===== config.mk =====
export PLATFORM = sky130hd
export DESIGN_NAME = perint_soc
export DESIGN_NICKNAME = d
export VERILOG_FILES = /design/src/hdl/pi1_pkg.sv /design/src/hdl/soc_cfg_pkg.sv /design/src/hdl/perint_soc.sv /design/src/hdl/activity_led.sv /design/src/hdl/gpio.sv /design/src/hdl/devtbl.sv /design/src/hdl/pi1_decoder.sv /design/src/hdl/rst_ctrl.sv
export SDC_FILE = /design/constraint.sdc
export NUM_CORES = 1
export LEC_CHECK = 0
export BUFFER_PORTS_ARGS = -buffer_cell sky130_fd_sc_hd__buf_4
export CAP_MARGIN = 10
export CORE_MARGIN = 5
export CORE_UTILIZATION = 27
export CTS_BUF_LIST = sky130_fd_sc_hd__clkbuf_8
export DETAILED_ROUTE_END_ITERATION = 10
export PLACE_DENSITY = 0.5
export SLEW_MARGIN = 20
export SYNTH_ARGS = -nofsm -noshare
export SYNTH_HDL_FRONTEND = slang
export SYNTH_SLANG_ARGS = --single-unit
export TNS_END_PERCENT = 100

===== constraint.sdc =====
create_clock -name clk100mhz_i -period 3.2 [get_ports clk100mhz_i]
set_input_delay 0.64 -clock clk100mhz_i [delete_from_list [all_inputs] [get_ports clk100mhz_i]]
set_output_delay 0.64 -clock clk100mhz_i [all_outputs]
set_load 0.03 [all_outputs]

===== src/hdl/pi1_pkg.sv =====
// Single bus master, word addressed, every slave answers exactly one cycle after a request.
package pi1_pkg;

	// Data path width and the byte lanes that cover it.
	localparam int ARCH_W = 32;
	localparam int SEL_W = ARCH_W / 8;

	// Word address width, 256 words of map.
	localparam int ADDR_W = 8;

	// Bus opcodes.
	// A read-write returns the old word and stores the new one in the same transfer.
	typedef enum logic [1:0] {
		PI1_NONE   = 2'b00,
		PI1_WRONLY = 2'b01,
		PI1_RDONLY = 2'b10,
		PI1_RDWR   = 2'b11
	} pi1_op_e;

endpackage

===== src/hdl/soc_cfg_pkg.sv =====
// Fixed map of three device slots; anything outside devtbl and gpio falls to the invalid slot.
package soc_cfg_pkg;

	// Device slots, in the order the device table reports them.
	typedef enum logic [1:0] {
		SLOT_DEVTBL  = 2'd0,
		SLOT_GPIO    = 2'd1,
		SLOT_INVALID = 2'd2
	} slot_e;

	localparam int SLOT_COUNT = 3;

	// Address map in words.
	localparam logic [pi1_pkg::ADDR_W-1:0] DEVTBL_BASE = 8'd0;
	localparam logic [pi1_pkg::ADDR_W-1:0] DEVTBL_WORDS = 8'd16;
	localparam logic [pi1_pkg::ADDR_W-1:0] GPIO_BASE = 8'd16;
	localparam logic [pi1_pkg::ADDR_W-1:0] GPIO_WORDS = 8'd4;
	localparam logic [pi1_pkg::ADDR_W-1:0] INVALID_WORDS = 8'd64;

	// Device IDs as seen by software.
	localparam logic [pi1_pkg::ARCH_W-1:0] DEV_ID_DEVTBL = 32'd7;
	localparam logic [pi1_pkg::ARCH_W-1:0] DEV_ID_GPIO = 32'd6;
	localparam logic [pi1_pkg::ARCH_W-1:0] DEV_ID_INVALID = 32'd0;

	localparam logic [pi1_pkg::ARCH_W-1:0] SOC_ID = 32'd2;

	// Special words inside the device table.
	localparam logic [3:0] RST_CTRL_WORD = 4'd15;
	localparam logic [3:0] SOC_ID_WORD = 4'd14;

	function automatic logic [pi1_pkg::ARCH_W-1:0] slot_id(input slot_e slot);
		case (slot)
			SLOT_DEVTBL: slot_id = DEV_ID_DEVTBL;
			SLOT_GPIO: slot_id = DEV_ID_GPIO;
			default: slot_id = DEV_ID_INVALID;
		endcase
	endfunction

	function automatic logic [pi1_pkg::ADDR_W-1:0] slot_words(input slot_e slot);
		case (slot)
			SLOT_DEVTBL: slot_words = DEVTBL_WORDS;
			SLOT_GPIO: slot_words = GPIO_WORDS;
			default: slot_words = INVALID_WORDS;
		endcase
	endfunction

endpackage


===== src/hdl/perint_soc.sv =====
// The bus master sits outside this level; requests during sys_rst_o are dropped without a ready.
`timescale 1ns/100ps

module perint_soc #(
	parameter int GPIO_COUNT = 16,
	parameter int RST_CNTR_W = 16,
	parameter int ACTIVITY_CNTR_W = 7
) (
	input  logic                         clk100mhz_i,
	input  logic                         rst_p,
	input  pi1_pkg::pi1_op_e             pi1_op_i,
	input  logic [pi1_pkg::ADDR_W-1:0]   pi1_addr_i,
	input  logic [pi1_pkg::ARCH_W-1:0]   pi1_data_i,
	input  logic [pi1_pkg::SEL_W-1:0]    pi1_sel_i,
	output logic [pi1_pkg::ARCH_W-1:0]   pi1_data_o,
	output logic                         pi1_rdy_o,
	input  logic [GPIO_COUNT-1:0]        gp_i,
	output logic [GPIO_COUNT-1:0]        gp_o,
	output logic                         activity_o,
	output logic                         sys_rst_o
);

	// Device table port.
	pi1_pkg::pi1_op_e            dt_op;
	logic [3:0]                  dt_addr;
	logic [pi1_pkg::ARCH_W-1:0]  dt_wdata;
	logic [pi1_pkg::SEL_W-1:0]   dt_sel;
	logic [pi1_pkg::ARCH_W-1:0]  dt_rdata;
	logic                        dt_rdy;

	// GPIO port.
	pi1_pkg::pi1_op_e            gp_op;
	logic [3:0]                  gp_addr;
	logic [pi1_pkg::ARCH_W-1:0]  gp_wdata;
	logic [pi1_pkg::SEL_W-1:0]   gp_sel;
	logic [pi1_pkg::ARCH_W-1:0]  gp_rdata;
	logic                        gp_rdy;

	logic                        rst0;
	logic                        rst1;
	logic                        req_seen;

	rst_ctrl #(
		.RST_CNTR_W (RST_CNTR_W)
	) i_rst_ctrl (
		.clk100mhz_i (clk100mhz_i),
		.rst_p       (rst_p),
		.rst0_i      (rst0),
		.rst1_i      (rst1),
		.sys_rst_o   (sys_rst_o)
	);

	pi1_decoder i_pi1_decoder (
		.clk100mhz_i   (clk100mhz_i),
		.sys_rst_i     (sys_rst_o),
		.pi1_op_i      (pi1_op_i),
		.pi1_addr_i    (pi1_addr_i),
		.pi1_data_i    (pi1_data_i),
		.pi1_sel_i     (pi1_sel_i),
		.pi1_data_o    (pi1_data_o),
		.pi1_rdy_o     (pi1_rdy_o),
		.req_seen_o    (req_seen),
		.dt_slv_op_o   (dt_op),
		.dt_slv_addr_o (dt_addr),
		.dt_slv_data_o (dt_wdata),
		.dt_slv_sel_o  (dt_sel),
		.dt_slv_data_i (dt_rdata),
		.dt_slv_rdy_i  (dt_rdy),
		.gp_slv_op_o   (gp_op),
		.gp_slv_addr_o (gp_addr),
		.gp_slv_data_o (gp_wdata),
		.gp_slv_sel_o  (gp_sel),
		.gp_slv_data_i (gp_rdata),
		.gp_slv_rdy_i  (gp_rdy)
	);

	devtbl i_devtbl (
		.clk100mhz_i (clk100mhz_i),
		.sys_rst_i   (sys_rst_o),
		.slv_op_i    (dt_op),
		.slv_addr_i  (dt_addr),
		.slv_data_i  (dt_wdata),
		.slv_sel_i   (dt_sel),
		.slv_data_o  (dt_rdata),
		.slv_rdy_o   (dt_rdy),
		.rst0_o      (rst0),
		.rst1_o      (rst1)
	);

	gpio #(
		.GPIO_COUNT (GPIO_COUNT)
	) i_gpio (
		.clk100mhz_i (clk100mhz_i),
		.sys_rst_i   (sys_rst_o),
		.slv_op_i    (gp_op),
		.slv_addr_i  (gp_addr),
		.slv_data_i  (gp_wdata),
		.slv_sel_i   (gp_sel),
		.slv_data_o  (gp_rdata),
		.slv_rdy_o   (gp_rdy),
		.gp_i        (gp_i),
		.gp_o        (gp_o)
	);

	activity_led #(
		.ACTIVITY_CNTR_W (ACTIVITY_CNTR_W)
	) i_activity_led (
		.clk100mhz_i (clk100mhz_i),
		.sys_rst_i   (sys_rst_o),
		.req_seen_i  (req_seen),
		.activity_o  (activity_o)
	);

endmodule


===== src/hdl/activity_led.sv =====
// One short flash per burst; requests during the dead time after a flash are not counted.
`timescale 1ns/100ps

module activity_led #(
	parameter int ACTIVITY_CNTR_W = 7
) (
	input  logic clk100mhz_i,
	input  logic sys_rst_i,
	input  logic req_seen_i,
	output logic activity_o
);

	logic [ACTIVITY_CNTR_W-1:0] cntr_q;
	logic                       activity_q;

	always_ff @(posedge clk100mhz_i) begin
		if (sys_rst_i) begin
			cntr_q <= '0;
			activity_q <= 1'b0;
		end else if (cntr_q != '0) begin
			// Dead time keeps the indicator dim.
			cntr_q <= cntr_q - 1'b1;
			activity_q <= 1'b0;
		end else if (req_seen_i) begin
			cntr_q <= '1;
			activity_q <= 1'b1;
		end else begin
			activity_q <= 1'b0;
		end
	end

	assign activity_o = activity_q;

endmodule


===== src/hdl/gpio.sv =====
// GPIO_COUNT must not exceed 32; inputs are asynchronous and pass two sync stages.
`timescale 1ns/100ps

module gpio #(
	parameter int GPIO_COUNT = 16
) (
	input  logic                         clk100mhz_i,
	input  logic                         sys_rst_i,
	input  pi1_pkg::pi1_op_e             slv_op_i,
	input  logic [3:0]                   slv_addr_i,
	input  logic [pi1_pkg::ARCH_W-1:0]   slv_data_i,
	input  logic [pi1_pkg::SEL_W-1:0]    slv_sel_i,
	output logic [pi1_pkg::ARCH_W-1:0]   slv_data_o,
	output logic                         slv_rdy_o,
	input  logic [GPIO_COUNT-1:0]        gp_i,
	output logic [GPIO_COUNT-1:0]        gp_o
);

	logic [GPIO_COUNT-1:0]       sync1_q;
	logic [GPIO_COUNT-1:0]       sync2_q;
	logic [GPIO_COUNT-1:0]       prev_q;
	logic [GPIO_COUNT-1:0]       out_q;
	logic [GPIO_COUNT-1:0]       chg_q;
	logic [pi1_pkg::ARCH_W-1:0]  lane_mask;
	logic [pi1_pkg::ARCH_W-1:0]  rd_word;
	logic [pi1_pkg::ARCH_W-1:0]  data_q;
	logic                        rdy_q;
	logic                        rd_en;
	logic                        wr_en;

	assign rd_en = (slv_op_i == pi1_pkg::PI1_RDONLY) || (slv_op_i == pi1_pkg::PI1_RDWR);
	assign wr_en = (slv_op_i == pi1_pkg::PI1_WRONLY) || (slv_op_i == pi1_pkg::PI1_RDWR);

	// Byte enables widened to bit enables.
	always_comb begin
		for (int b = 0; b < pi1_pkg::SEL_W; b++) begin
			lane_mask[b*8 +: 8] = {8{slv_sel_i[b]}};
		end
	end

	always_ff @(posedge clk100mhz_i) begin
		sync1_q <= gp_i;
		sync2_q <= sync1_q;
		// Tracks through reset so that stable inputs raise no flags.
		prev_q <= sync2_q;
	end

	always_ff @(posedge clk100mhz_i) begin
		if (sys_rst_i) begin
			out_q <= '0;
			chg_q <= '0;
			rdy_q <= 1'b0;
		end else begin
			rdy_q <= (slv_op_i != pi1_pkg::PI1_NONE);
			if (wr_en && slv_addr_i == 4'd1) begin
				out_q <= (out_q & ~lane_mask[GPIO_COUNT-1:0]) |
					(slv_data_i[GPIO_COUNT-1:0] & lane_mask[GPIO_COUNT-1:0]);
			end
			// A new change wins over a clear in the same cycle.
			if (wr_en && slv_addr_i == 4'd2) begin
				chg_q <= (chg_q & ~(slv_data_i[GPIO_COUNT-1:0] & lane_mask[GPIO_COUNT-1:0])) |
					(sync2_q ^ prev_q);
			end else begin
				chg_q <= chg_q | (sync2_q ^ prev_q);
			end
		end
	end

	always_comb begin
		rd_word = '0;
		case (slv_addr_i)
			4'd0: rd_word[GPIO_COUNT-1:0] = sync2_q;
			4'd1: rd_word[GPIO_COUNT-1:0] = out_q;
			4'd2: rd_word[GPIO_COUNT-1:0] = chg_q;
			default: rd_word = '0;
		endcase
	end

	// Sampled before the write lands, so read-write sees the old word.
	always_ff @(posedge clk100mhz_i) begin
		data_q <= rd_en ? rd_word : '0;
	end

	assign slv_data_o = data_q;
	assign slv_rdy_o = rdy_q;
	assign gp_o = out_q;

endmodule


===== src/hdl/devtbl.sv =====
// Word 2i holds the ID of slot i, word 2i+1 its size; reset bits live in word 15, byte lane 0.
`timescale 1ns/100ps

module devtbl (
	input  logic                         clk100mhz_i,
	input  logic                         sys_rst_i,
	input  pi1_pkg::pi1_op_e             slv_op_i,
	input  logic [3:0]                   slv_addr_i,
	input  logic [pi1_pkg::ARCH_W-1:0]   slv_data_i,
	input  logic [pi1_pkg::SEL_W-1:0]    slv_sel_i,
	output logic [pi1_pkg::ARCH_W-1:0]   slv_data_o,
	output logic                         slv_rdy_o,
	output logic                         rst0_o,
	output logic                         rst1_o
);

	// No slot in this system raises interrupts.
	localparam logic [soc_cfg_pkg::SLOT_COUNT-1:0] USE_INTR = '0;

	soc_cfg_pkg::slot_e              slot_sel;
	logic [pi1_pkg::ARCH_W-1:0]      rd_word;
	logic [pi1_pkg::ARCH_W-1:0]      data_q;
	logic                            rdy_q;
	logic                            rst0_q;
	logic                            rst1_q;
	logic                            rd_en;
	logic                            wr_en;

	assign rd_en = (slv_op_i == pi1_pkg::PI1_RDONLY) || (slv_op_i == pi1_pkg::PI1_RDWR);
	assign wr_en = (slv_op_i == pi1_pkg::PI1_WRONLY) || (slv_op_i == pi1_pkg::PI1_RDWR);

	// Pairs of words per slot.
	assign slot_sel = soc_cfg_pkg::slot_e'(slv_addr_i[2:1]);

	always_comb begin
		rd_word = '0;
		if (slv_addr_i == soc_cfg_pkg::RST_CTRL_WORD) begin
			rd_word[1:0] = {rst1_q, rst0_q};
		end else if (slv_addr_i == soc_cfg_pkg::SOC_ID_WORD) begin
			rd_word = soc_cfg_pkg::SOC_ID;
		end else if (slv_addr_i[3:1] < soc_cfg_pkg::SLOT_COUNT) begin
			if (slv_addr_i[0]) begin
				rd_word = {USE_INTR[slot_sel],
					{(pi1_pkg::ARCH_W - 1 - pi1_pkg::ADDR_W){1'b0}},
					soc_cfg_pkg::slot_words(slot_sel)};
			end else begin
				rd_word = soc_cfg_pkg::slot_id(slot_sel);
			end
		end
	end

	// Control side.
	// The reset bits clear as soon as the system reset they request is seen.
	always_ff @(posedge clk100mhz_i) begin
		if (sys_rst_i) begin
			rdy_q <= 1'b0;
			rst0_q <= 1'b0;
			rst1_q <= 1'b0;
		end else begin
			rdy_q <= (slv_op_i != pi1_pkg::PI1_NONE);
			if (wr_en && slv_sel_i[0] && slv_addr_i == soc_cfg_pkg::RST_CTRL_WORD) begin
				rst0_q <= slv_data_i[0];
				rst1_q <= slv_data_i[1];
			end
		end
	end

	// Read data, zero for write-only requests.
	always_ff @(posedge clk100mhz_i) begin
		data_q <= rd_en ? rd_word : '0;
	end

	assign slv_data_o = data_q;
	assign slv_rdy_o = rdy_q;
	assign rst0_o = rst0_q;
	assign rst1_o = rst1_q;

endmodule


===== src/hdl/pi1_decoder.sv =====
// One master only; slaves never stall, and the invalid slot is answered here with zero data.
`timescale 1ns/100ps

module pi1_decoder (
	input  logic                         clk100mhz_i,
	input  logic                         sys_rst_i,
	input  pi1_pkg::pi1_op_e             pi1_op_i,
	input  logic [pi1_pkg::ADDR_W-1:0]   pi1_addr_i,
	input  logic [pi1_pkg::ARCH_W-1:0]   pi1_data_i,
	input  logic [pi1_pkg::SEL_W-1:0]    pi1_sel_i,
	output logic [pi1_pkg::ARCH_W-1:0]   pi1_data_o,
	output logic                         pi1_rdy_o,
	output logic                         req_seen_o,
	output pi1_pkg::pi1_op_e             dt_slv_op_o,
	output logic [3:0]                   dt_slv_addr_o,
	output logic [pi1_pkg::ARCH_W-1:0]   dt_slv_data_o,
	output logic [pi1_pkg::SEL_W-1:0]    dt_slv_sel_o,
	input  logic [pi1_pkg::ARCH_W-1:0]   dt_slv_data_i,
	input  logic                         dt_slv_rdy_i,
	output pi1_pkg::pi1_op_e             gp_slv_op_o,
	output logic [3:0]                   gp_slv_addr_o,
	output logic [pi1_pkg::ARCH_W-1:0]   gp_slv_data_o,
	output logic [pi1_pkg::SEL_W-1:0]    gp_slv_sel_o,
	input  logic [pi1_pkg::ARCH_W-1:0]   gp_slv_data_i,
	input  logic                         gp_slv_rdy_i
);

	soc_cfg_pkg::slot_e slot_d;
	soc_cfg_pkg::slot_e slot_q;
	logic               req_q;

	// Address compare against the map.
	always_comb begin
		slot_d = soc_cfg_pkg::SLOT_INVALID;
		if (pi1_addr_i >= soc_cfg_pkg::DEVTBL_BASE &&
				pi1_addr_i < soc_cfg_pkg::DEVTBL_BASE + soc_cfg_pkg::DEVTBL_WORDS) begin
			slot_d = soc_cfg_pkg::SLOT_DEVTBL;
		end else if (pi1_addr_i >= soc_cfg_pkg::GPIO_BASE &&
				pi1_addr_i < soc_cfg_pkg::GPIO_BASE + soc_cfg_pkg::GPIO_WORDS) begin
			slot_d = soc_cfg_pkg::SLOT_GPIO;
		end
	end

	// Only the selected slave sees the op, the rest see an idle bus.
	assign dt_slv_op_o = (slot_d == soc_cfg_pkg::SLOT_DEVTBL) ? pi1_op_i : pi1_pkg::PI1_NONE;
	assign gp_slv_op_o = (slot_d == soc_cfg_pkg::SLOT_GPIO) ? pi1_op_i : pi1_pkg::PI1_NONE;

	assign dt_slv_addr_o = 4'(pi1_addr_i - soc_cfg_pkg::DEVTBL_BASE);
	assign gp_slv_addr_o = 4'(pi1_addr_i - soc_cfg_pkg::GPIO_BASE);

	assign dt_slv_data_o = pi1_data_i;
	assign dt_slv_sel_o = pi1_sel_i;
	assign gp_slv_data_o = pi1_data_i;
	assign gp_slv_sel_o = pi1_sel_i;

	// Remember where the answer will come from in the next cycle.
	always_ff @(posedge clk100mhz_i) begin
		if (sys_rst_i) begin
			slot_q <= soc_cfg_pkg::SLOT_INVALID;
			req_q <= 1'b0;
		end else begin
			slot_q <= slot_d;
			req_q <= (pi1_op_i != pi1_pkg::PI1_NONE);
		end
	end

	// Response return.
	// The invalid slot reads as zero and acks every request it was given.
	always_comb begin
		case (slot_q)
			soc_cfg_pkg::SLOT_DEVTBL: begin
				pi1_data_o = dt_slv_data_i;
				pi1_rdy_o = dt_slv_rdy_i;
			end
			soc_cfg_pkg::SLOT_GPIO: begin
				pi1_data_o = gp_slv_data_i;
				pi1_rdy_o = gp_slv_rdy_i;
			end
			default: begin
				pi1_data_o = '0;
				pi1_rdy_o = req_q;
			end
		endcase
	end

	assign req_seen_o = req_q;

endmodule


===== src/hdl/rst_ctrl.sv =====
// Cold reset behaves as warm reset; power-off keeps the system in reset until the next rst_p.
`timescale 1ns/100ps

module rst_ctrl #(
	parameter int RST_CNTR_W = 16
) (
	input  logic clk100mhz_i,
	input  logic rst_p,
	input  logic rst0_i,
	input  logic rst1_i,
	output logic sys_rst_o
);

	logic [RST_CNTR_W-1:0] cntr_q;
	logic                  pwroff_q;
	logic                  warm_req;
	logic                  pwroff_req;

	// Both the warm and the cold encoding have rst1 set.
	assign warm_req = rst1_i;
	assign pwroff_req = rst0_i & ~rst1_i;

	// Stretch counter, reloaded while a reset source is active.
	always_ff @(posedge clk100mhz_i) begin
		if (rst_p || warm_req) begin
			cntr_q <= '1;
		end else if (cntr_q != '0) begin
			cntr_q <= cntr_q - 1'b1;
		end
	end

	// Only an external reset can leave the power-off state.
	always_ff @(posedge clk100mhz_i) begin
		if (rst_p) begin
			pwroff_q <= 1'b0;
		end else if (pwroff_req) begin
			pwroff_q <= 1'b1;
		end
	end

	// The requests feed in directly so devtbl drops its bits on the next edge.
	assign sys_rst_o = rst_p | warm_req | pwroff_req | pwroff_q | (cntr_q != '0);

endmodule


# Word level (Yosys, flattened, before mapping)

Index checks and enable logic that the tools add are counted.

$lt $le $gt $ge: 6
Bitwise gates (word level): 17
Equality and inequality tests: 13
$add $sub $neg: 3
Reductions and logical operators: 24
Multiplexer cells: 19

Operators by type and width:

| kind                  | count |
|---|---|
| $pmux 32 s2           | 1 |
| $and 16x16->16        | 3 |
| $or 16x16->16         | 3 |
| $pmux 16 s3           | 1 |
| $mux 32               | 1 |
| $not 16->16           | 2 |
| $lt 8x5->1 const B    | 2 |
| $mux 16               | 1 |
| $reduce_bool 16->1    | 1 |
| $sub 16x1->16 const B | 1 |
| $xor 16x16->16        | 1 |
| $mux 2                | 7 |
| $mux 7                | 2 |
| $pmux 7 s2            | 1 |
| $eq 2x1->1 const B    | 5 |
| $eq 2x2->1 const B    | 4 |
| $eq 4x4->1 const B    | 2 |
| $ge 8x1->1 const B    | 1 |
| $ge 8x5->1 const B    | 1 |
| $reduce_bool 2->1     | 4 |
| $reduce_bool 7->1     | 1 |
| $sub 7x1->7 const B   | 1 |
| $logic_and 1x1->1     | 6 |
| $logic_not 2->1       | 3 |
| other kinds (17)      | 27 |

Input port bits: 64
Bits in registers: 160
Logic and storage cells: 101
Output and inout port bits: 51

# Logic depth before layout (Yosys ltp)

Gate-level depths: netlist of run 1.

Depth in word-level cells: 10
Depth in mapped cells: 8
Depth with buffers taken out: 6

# Modules after synthesis

Synthesis of run 1 repeated with hierarchy kept, for this count alone.

Cell total of the unflattened synthesis: 673
Area, all modules: 6319.8 um^2

By module, submodules not included:

| module       | seq. area each (um^2) | instances | cells each | area each (um^2) |
|---|---|---|---|---|
| gpio         | 1941.9                | 1         | 294        | 3271.9 |
| pi1_decoder  | 60.1                  | 1         | 170        | 1260.0 |
| rst_ctrl     | 340.3                 | 1         | 104        | 860.8 |
| devtbl       | 160.2                 | 1         | 61         | 528.0 |
| activity_led | 160.2                 | 1         | 44         | 399.1 |

# Least setup slack after synthesis of run 1

Ideal clock, no wire load.

Path type: flip-flop to output port
Start point: register i_rst_ctrl.cntr_q[0]
End point: output port sys_rst_o
Data required time: 2560 ps
Cell stages (with the launch flop): 8
Setup slack: 643 ps
Path buffers: 2
Arrival time: 1917 ps
Path through: dfxtp_1 > inv_1 > ha_1 > nor3b_1 > nand4_2 > or4_4 > buf_6 > buf_2

Word-level cells in the longest chain between the ends: 2

RTL lines:

| element                | RTL line         | source |
|---|---|---|
| start, declared        | rst_ctrl.sv:14   | `logic [RST_CNTR_W-1:0] cntr_q;` |
| start signal, assigned | rst_ctrl.sv:28   | `cntr_q <= cntr_q - 1'b1;` |
| $reduce_bool 16->1     | rst_ctrl.sv:42   | `assign sys_rst_o = rst_p \| warm_req \| pwroff_req \| pwroff_q \| (cntr_q != '0);` |
| $or 1x1->1             | rst_ctrl.sv:42   |  |
| end, declared          | perint_soc.sv:20 | `output logic sys_rst_o` |

Every way passes these cells.

# Worst setup path in the final report of run 1

Start point: register i_rst_ctrl.cntr_q[6]
End point: output port sys_rst_o

Same word-level chain as after synthesis.

==> results.cfg, run 1 <==
[run_status]
status = complete, no violations

[setup_path]
crit_slowest_cell = or4_4
cp_data_required_time_ns = 2.56
reg2reg_depth = 5
crit_chain = nor4_4 > nand4_2 > or4_4 > buf_4
reg2reg_from = i_rst_ctrl.cntr_q[6]$_SDFFE_PP1P_
max_stage_delay_ns = 0.57
startpoint_type = flop
end_kind = output pin
crit_arrival_ns = 2.33
r2r_end = i_devtbl.slv_rdy_o$_SDFF_PP0_
r2r_slack_ns = 0.73
path_max_fanout = 8
crit_type = flop to output pin

[pwr]
seqPwrFrac = 0.556
pwr-share-clk = 0.390
p_sw_frac = 0.227
switchingPower_mw = 0.699
total_leakage_power_nw = 2.46
ir_worst_vdd_uv = 208
p_int_mw = 2.38
p_comb_frac = 0.054
powerDensity_mw_per_mm2 = 510

[synth]
seq_area_frac_synth = 0.540
ys_types = 48
synth_most_common_cell = dfxtp_1
ys_warn_count = 0
synthCells = 509
yosysTopAreaCell = dfxtp_1
netlist_area_sq_mm = 0.00493
synth-edff-count = 0
avgSynthCellArea_sq_um = 9.68
ys_ff_latch = 133
synth_commonest_cells = dfxtp_1 (133), nor2_1 (68), a21oi_1 (42)
async_reset_ff_frac = 0
synth.area.top_cells = dfxtp_1 (54%), mux2i_1 (8.3%), nor2_1 (5.2%)
synth_flop_cell = dfxtp_1
synth_top_area_frac = 0.540

[hold_path]
holdCritStartpoint = gp_i[6]
min_path_type = input port to flop
holdPathEnd = i_gpio.sync1_q[6]$_DFF_P_
min_path_cells = 1

[clocking]
clk_latency_ns = 0.43
root_buffer = clkbuf_8
cts_num_sinks = 133
cts_made_buffers = 17
cts_tree = yes
cts_max_level = 4
clk_pin_slew_ns = 0.07
clock_path_buffers = 2

[floorplan]
rows = 49
ioPinCount = 115
die_w_microns = 145
core_area_sq_mm = 0.0180
die_area_sq_mm = 0.0211
start_util = 0.274
die_h_microns = 145

[global_routing]
grt_max_degree = 48
grtUsageTotal = 0.114
grt_pass1_vias = 3732
antenna_found_initial = 0
grt_pass1_wl_mm = 19.3
overflow = 0

[drt]
first_iter_violations = 205
vias_per_cell = 4.51
ant_nets = 0
drc_errors = 0
dr.pass1.iters = 4
wl_per_cell_microns = 14.4
finalWirelength_mm = 12.0
num_vias = 3739

[final_layout]
syn_to_final_growth_pct = 22.4
fin_area_sq_mm = 0.00603
drive_gt1_frac = 0.207
fin_nets = 653

[timing]
fin_crit_sh = 0.928
drv_slew = 0
tns_ns = 0
fmax_ghz = 0.337
fin_skew_ns = 0.00691
relSlewSlack = 0.406
tightest_slew_ns = 0.885
post-route-min-period_ns = 2.97
rsz0062_at_grt = false
hold_viol_final = 0
finalSetupViolCount = 0

[job]
drv_cap = 0

[placed_design]
portBuffers = 80
dpl.hpwl_mm = 8.36
gp_congestion = 0.778
dpl_cell_area_sq_mm = 0.00568
-- power groups by stage --
stage	registers [mW]	logic [mW]	clock network (mW)
after floorplan	1.74	0.110	0
after global placement	1.75	0.163	0
after detailed placement	1.75	0.165	0
after CTS	1.71	0.166	1.25
after global routing	1.71	0.180	1.32
final	1.71	0.165	1.20
-- cell usage in the layout, fill, tap and decap left out, types with 3 or more instances in the layout --
cell / n
dfxtp_1: 133
buf_4: 85
nor2_1: 68
a21oi_1: 42
mux2i_1: 41
nand2_1: 28
o21ai_0: 24
clkbuf_8: 22
xnor2_1: 20
conb_1: 16
and2_1: 14
inv_1: 13
nor3_1: 12
or3_1: 10
nor4_1: 7
or4_1: 5
and3_1: 5
a31oi_1: 5
nand3_1: 4
nand2b_1: 4
clkinv_2: 4
or2_2: 3
o31ai_1: 3
-- state kept, by name, summed over array words and instances, names as in the netlist, 5 cells and up --
name and cells:
i_rst_ctrl.cntr_q 16, i_devtbl.slv_data_o 5, i_gpio.sync2_q 16, i_gpio.chg_q 16, i_activity_led.cntr_q 7, i_gpio.sync1_q 16, i_gpio.prev_q 16, i_gpio.slv_data_o 16
i_gpio.gp_o 16
-- final cells by class --
cell class / count / area, sq um
multi-input combinational: 342 / 2070
clock inverter: 9 / 38.8
sequential: 133 / 2660
inverter: 8 / 30.0
antenna: 1 / 2.50
fill: 1868 / 11900
tap: 229 / 287
clock buffer: 22 / 303
timing repair buffer: 85 / 638
-- metrics by stage --
step	hold WS, ns	utilization	power [mW]	std cells	worst slack (ns)
after global placement	0.314	0.316	1.91	797	0.590
after detailed placement	0.315	0.316	1.91	797	0.584
final	0.306	0.336	3.08	829	0.231
after global routing	0.263	0.336	3.22	828	0.0837
after CTS	0.265	0.335	3.13	828	0.0910
after floorplan	0.310	-	1.85	524	0.643
-- worst max-delay path by stage --
stage | endpoint | slack [ns] | start
3_3_place_gp | i_gpio.gp_o[12]$_SDFFE_PP0P_ | 0.59 | pi1_addr_i[7]
4_1_cts | sys_rst_o | 0.09 | i_rst_ctrl.cntr_q[0]$_SDFFE_PP1P_
5_1_grt | sys_rst_o | 0.08 | i_rst_ctrl.cntr_q[12]$_SDFFE_PP1P_
2_1_floorplan | sys_rst_o | 0.64 | i_rst_ctrl.cntr_q[0]$_SDFFE_PP1P_
6_report | sys_rst_o | 0.23 | i_rst_ctrl.cntr_q[6]$_SDFFE_PP1P_
3_5_place_dp | i_gpio.gp_o[7]$_SDFFE_PP0P_ | 0.58 | pi1_addr_i[7]
-- metal layers --
| metal | share of wire | wire length [microns] | GRT usage |
|---|---|---|---|
| met1 | 0.47 | 5610 | 0.142 |
| met2 | 0.47 | 5650 | 0.182 |
| met3 | 0.043 | 517 | 0.0365 |
| met4 | 0.016 | 191 | 0.0466 |
| met5 | 0 | 0 | 0 |
-- cell families (layout without fill, tap and decap cells) --
kind of cell             Yosys count  after routing  share of synthesized area
flip-flops                       133            133                      0.540
AO/OA/AOI/OAI                     82             82                     0.0912
multiplexers                      41             41                     0.0833
other                              1             17                   0.000761
buffers and inverters             49            124                     0.0518
XOR/XNOR                          20             20                     0.0356
adder cells (fa/ha/maj)            2              2                    0.00508
AND/OR/NAND/NOR                  181            181                      0.192
-- what timing repair did --
item | 4_1_cts | 5_1_grt
resized for setup | 0 | 1
buffers inserted | 0 | 0
hold buffers | 0 | 0
setup endpoints to repair | 0 | 1
-- critical path: cells and delay by family (launching register included) --
| family | cells | cell delay, ns |
|---|---|---|
| simple gates | 3 | 1.32 |
| flops | 1 | 0.40 |
| buf+inv | 1 | 0.19 |
Note: power is estimated with default switching activity, not from simulation.
==> run 2, diff against run 1 <==
--- a/constraint.sdc
+++ b/constraint.sdc
@@ -3,2 +3,2 @@
 set_output_delay 0.64 -clock clk100mhz_i [all_outputs]
-set_load 0.03 [all_outputs]
+set_load 0.05 [all_outputs]
==> results.cfg, run 2 (synthesized netlist as in run 1, its figures left out) <==
[placed_design]
dpl.hpwl_mm = 8.34
dpl_cell_area_sq_mm = 0.00568
portBuffers = 80
gp_congestion = 0.779
dp_slack_ns = 0.577
dp.cells = 797

[drt]
first_iter_violations = 230
dr.pass1.iters = 6
ant_nets = 0
finalWirelength_mm = 12.0
vias_per_cell = 4.49
drc_errors = 0
wl_per_cell_microns = 14.5
num_vias = 3720

[floorplan]
rows = 49
core_area_sq_mm = 0.0180
die_area_sq_mm = 0.0211
start_util = 0.274
ioPinCount = 115
die_w_microns = 145
die_h_microns = 145

[final_layout]
syn_to_final_growth_pct = 23.1
drive_gt1_frac = 0.207
final_cell_count_no_fill = 828
layout_commonest_cell = dfxtp_1
num_antenna_cells = 0
fin_area_sq_mm = 0.00606
mostFrequentLayoutCells = dfxtp_1 (133), buf_4 (85), nor2_1 (68)
fin_nets = 653

[setup_path]
startpoint_type = flop
worst-path-stages = 4
end_kind = output pin
r2r_end = i_devtbl.slv_rdy_o$_SDFF_PP0_
crit_arrival_ns = 2.33
reg2reg_depth = 5
cp_top_family = simple AND/OR/NAND/NOR gates
r2r_slack_ns = 0.77
cp-endpoint = sys_rst_o
crit_slowest_cell = or4_4
cp_data_required_time_ns = 2.56
crit_type = flop to output pin
reg2reg_from = i_rst_ctrl.cntr_q[6]$_SDFFE_PP1P_
worstSetupStartpoint = i_rst_ctrl.cntr_q[6]$_SDFFE_PP1P_
cp_num_buf_inv = 1
crit_chain = nor4_4 > nand4_2 > or4_4 > buf_4
path_max_fanout = 8
max_stage_delay_ns = 0.56

[pwr]
ir_worst_vdd_uv = 251
p_comb_frac = 0.057
switchingPower_mw = 0.718
total_leakage_power_nw = 2.48
powerDensity_mw_per_mm2 = 528
seqPwrFrac = 0.535
p_int_mw = 2.48
pwr-share-clk = 0.408
p_sw_frac = 0.224

[clocking]
clk_pin_slew_ns = 0.07
cts_resized = 0
post_cts_buffers = 0
root_buffer = clkbuf_8
cts_max_level = 4
cts_made_buffers = 17
clk_latency_ns = 0.43
cts_num_sinks = 133
cts_tree = yes
clock_path_buffers = 2
postCtsHoldBufs = 0

[timing]
hold_viol_final = 0
rsz0062_at_grt = false
finalSetupViolCount = 0
tns_ns = 0
fin_ws_ns = 0.234
fin_crit_sh = 0.927
fmax_ghz = 0.337
holdWs_ns = 0.310
relSlewSlack = 0.378
drv_slew = 0
tightest_slew_ns = 0.926
fin_skew_ns = 0.00603
post-route-min-period_ns = 2.97

[hold_path]
min_path_type = input port to flop

[global_routing]
grt_pass1_wl_mm = 19.5
grt_max_degree = 48
antenna_found_initial = 0
overflow = 0
grtUsageTotal = 0.115
grt_pass1_vias = 3651

[run_status]
status = complete, no violations

[job]
drv_cap = 0
==> run 2: cell types whose count changed in the layout (fill, tap and decap cells not counted) <==
cell | before | now
bufinv_16 | 0 | 1
clkbuf_8 | 22 | 23
clkinv_2 | 4 | 2
diode_2 | 1 | 0
==> run 2: power by group through the flow <==
stage,Combinational (mW),Clock (mW),Sequential [mW]
2_1_floorplan,0.126,0,1.74
3_3_place_gp,0.179,0,1.75
3_5_place_dp,0.181,0,1.75
4_1_cts,0.182,1.37,1.71
5_1_grt,0.198,1.43,1.71
6_report,0.181,1.31,1.71
==> run 2: per-layer routing <==
| layer | up-vias | routed length (microns) | track usage |
|---|---|---|---|
| li1 | 1862 | - | - |
| met1 | 1748 | 5640 | 0.149 |
| met2 | 101 | 5590 | 0.182 |
| met3 | 9 | 651 | 0.0374 |
| met4 | 0 | 119 | 0.0350 |
| met5 | - | 0 | 0 |
==> run 2: how the worst min path moves through the flow <==
stage / start / end / slack (ns) / cells past startpoint
floorplan: i_gpio.sync1_q[0]$_DFF_P_ / i_gpio.sync2_q[0]$_DFF_P_ / 0.31 / 0
detailed placement: i_gpio.sync1_q[2]$_DFF_P_ / i_gpio.sync2_q[2]$_DFF_P_ / 0.31 / 0
CTS: gp_i[10] / i_gpio.sync1_q[10]$_DFF_P_ / 0.27 / 1
finish: gp_i[7] / i_gpio.sync1_q[7]$_DFF_P_ / 0.31 / 1
global placement: i_gpio.sync1_q[13]$_DFF_P_ / i_gpio.sync2_q[13]$_DFF_P_ / 0.31 / 0
global route: gp_i[10] / i_gpio.sync1_q[10]$_DFF_P_ / 0.26 / 1
==> run 2: cell type report <==
cell class | count | area, sq um
well taps | 229 | 287
repair buffers | 85 | 638
clock buffers | 23 | 317
inverters | 8 | 30.0
fillers | 1857 | 11900
clock inverters | 8 | 58.8
flip-flops and latches | 133 | 2660
multi-input cells | 342 | 2070
==> run 2: through the flow <==
| step | power, mW | utilization |
|---|---|---|
| 2_1_floorplan | 1.87 | - |
| 3_5_place_dp | 1.93 | 0.316 |
| 4_1_cts | 3.26 | 0.337 |
| 3_3_place_gp | 1.93 | 0.316 |
| 6_report | 3.20 | 0.338 |
| 5_1_grt | 3.34 | 0.338 |
==> run 2: worst reg2reg max path, delay by kind of cell, from the launching register on <==
| family | cells | cell delay [ns] |
|---|---|---|
| buffers and inverters | 1 | 0.33 |
| flip-flops | 1 | 0.39 |
| AND/OR/NAND/NOR | 4 | 1.62 |
==> run 3, diff against run 2 <==
CORE_ASPECT_RATIO = 0.9   (was unset)
SETUP_SLACK_MARGIN = 0.1   (was unset)
==> results.cfg, run 3 (synthesized netlist as in run 1, its figures left out) <==
[run_status]
status = complete, no violations

[final_layout]
mostFrequentLayoutCells = dfxtp_1 (133), buf_4 (85), nor2_1 (68)
final_cell_count_no_fill = 840
nFillCells = 1789
layout_commonest_cell = dfxtp_1
fin_nets = 653
syn_to_final_growth_pct = 23.9
num_antenna_cells = 0
drive_gt1_frac = 0.213
final_core_util = 0.343
fin_area_sq_mm = 0.00611

[floorplan]
start_util = 0.277
die_area_sq_mm = 0.0211
rows = 46
core_area_sq_mm = 0.0178
die_w_microns = 152
ioPinCount = 115
die_h_microns = 138

[drt]
dr.pass1.iters = 4
drc_errors = 0
num_vias = 3739
wl_per_cell_microns = 14.2
first_iter_violations = 202
finalWirelength_mm = 11.9
vias_per_cell = 4.45
ant_nets = 0

[job]
drv_cap = 0

[placed_design]
dpl.hpwl_mm = 8.16
dp.cells = 807
gp_congestion = 0.799
dpl_cell_area_sq_mm = 0.00569
portBuffers = 80

[clocking]
cts_made_buffers = 17
postCtsHoldBufs = 0
clk_latency_ns = 0.44
cts_max_level = 4
root_buffer = clkbuf_8
cts_tree = yes
clock_path_buffers = 2
cts_num_sinks = 133
clk_pin_slew_ns = 0.08

[pwr]
p_total_mw = 3.26
powerDensity_mw_per_mm2 = 534
total_leakage_power_nw = 2.49
pwr-share-clk = 0.421
ir_worst_vdd_uv = 285
p_sw_frac = 0.246
p_comb_frac = 0.054
switchingPower_mw = 0.801
seqPwrFrac = 0.525
p_int_mw = 2.46

[setup_path]
crit_arrival_ns = 2.35
path_max_fanout = 6
end_kind = output pin
reg2reg_depth = 5
cp_data_required_time_ns = 2.56
worstSetupStartpoint = i_rst_ctrl.cntr_q[4]$_SDFFE_PP1P_
reg2reg_from = i_rst_ctrl.cntr_q[4]$_SDFFE_PP1P_
crit_type = flop to output pin
cp-endpoint = sys_rst_o
r2r_end = i_gpio.slv_rdy_o$_SDFF_PP0_
r2r_slack_ns = 0.75
startpoint_type = flop

[timing]
tns_ns = 0
tightest_slew_ns = 0.894
post-route-min-period_ns = 2.99
finalSetupViolCount = 0
fin_skew_ns = 0.0124
drv_slew = 0
fin_crit_sh = 0.933
hold_viol_final = 0
rsz0062_at_grt = false
fmax_ghz = 0.335
relSlewSlack = 0.400

[global_routing]
grt_pass1_vias = 3857
overflow = 0
grtUsageTotal = 0.115
grt_max_degree = 48
antenna_found_initial = 0
grt_pass1_wl_mm = 19.3

[hold_path]
min_path_cells = 1
min_path_type = input port to flop
run 3: worst min-delay path by stage:
stage                              start                        end  slack (ns)
3_3_place_gp   i_gpio.sync1_q[9]$_DFF_P_  i_gpio.sync2_q[9]$_DFF_P_        0.31
2_1_floorplan  i_gpio.sync1_q[0]$_DFF_P_  i_gpio.sync2_q[0]$_DFF_P_        0.31
3_5_place_dp   i_gpio.sync1_q[9]$_DFF_P_  i_gpio.sync2_q[9]$_DFF_P_        0.31
5_1_grt                          gp_i[0]  i_gpio.sync1_q[0]$_DFF_P_        0.25
6_report                         gp_i[0]  i_gpio.sync1_q[0]$_DFF_P_        0.30
4_1_cts                          gp_i[0]  i_gpio.sync1_q[0]$_DFF_P_        0.25
run 3: critical path, stage by stage, from the launching register on:
cell	delay (ns)
dfxtp_1	0.37
nor4_2	0.53
nand4_2	0.24
or4_4	0.56
buf_4	0.21
run 3: repair_timing:
| action | CTS | global route |
|---|---|---|
| endpoints found under the setup margin | 1 | 1 |
| endpoints found under the hold margin | 0 | 0 |
| pin swaps | 0 | 1 |
| resized for setup | 1 | 2 |
| gates cloned | 0 | 0 |
| buffers inserted | 0 | 1 |
run 3: per-layer routing:
metal,vias up,share of wire,GRT usage
li1,1871,-,-
met1,1745,0.44,0.133
met2,101,0.48,0.192
met3,22,0.064,0.0390
met4,0,0.023,0.0549
met5,-,0,0
run 3: layout make-up:
cell class | count | area, sq um | area share
clock buffer | 17 | 234 | 0.0383
clock inverter | 15 | 156 | 0.0256
inverter | 8 | 30.0 | 0.00492
multi-input combinational | 342 | 2090 | 0.342
sequential | 133 | 2660 | 0.436
tap | 240 | 300 | 0.0492
timing repair buffer | 85 | 638 | 0.104
run 3: stage by stage:
stage	hold slack [ns]	worst slack, ns
final	0.300	0.214
after global routing	0.248	0.103
after CTS	0.254	0.150
after detailed placement	0.312	0.499
after global placement	0.310	0.545
after floorplan	0.310	0.610
run 3: power by group through the flow:
stage | combinational [mW] | sequential, mW | clock (mW)
floorplan | 0.126 | 1.74 | 0
global placement | 0.176 | 1.75 | 0
detailed placement | 0.177 | 1.75 | 0
CTS | 0.178 | 1.71 | 1.42
global route | 0.192 | 1.72 | 1.49
finish | 0.178 | 1.71 | 1.37
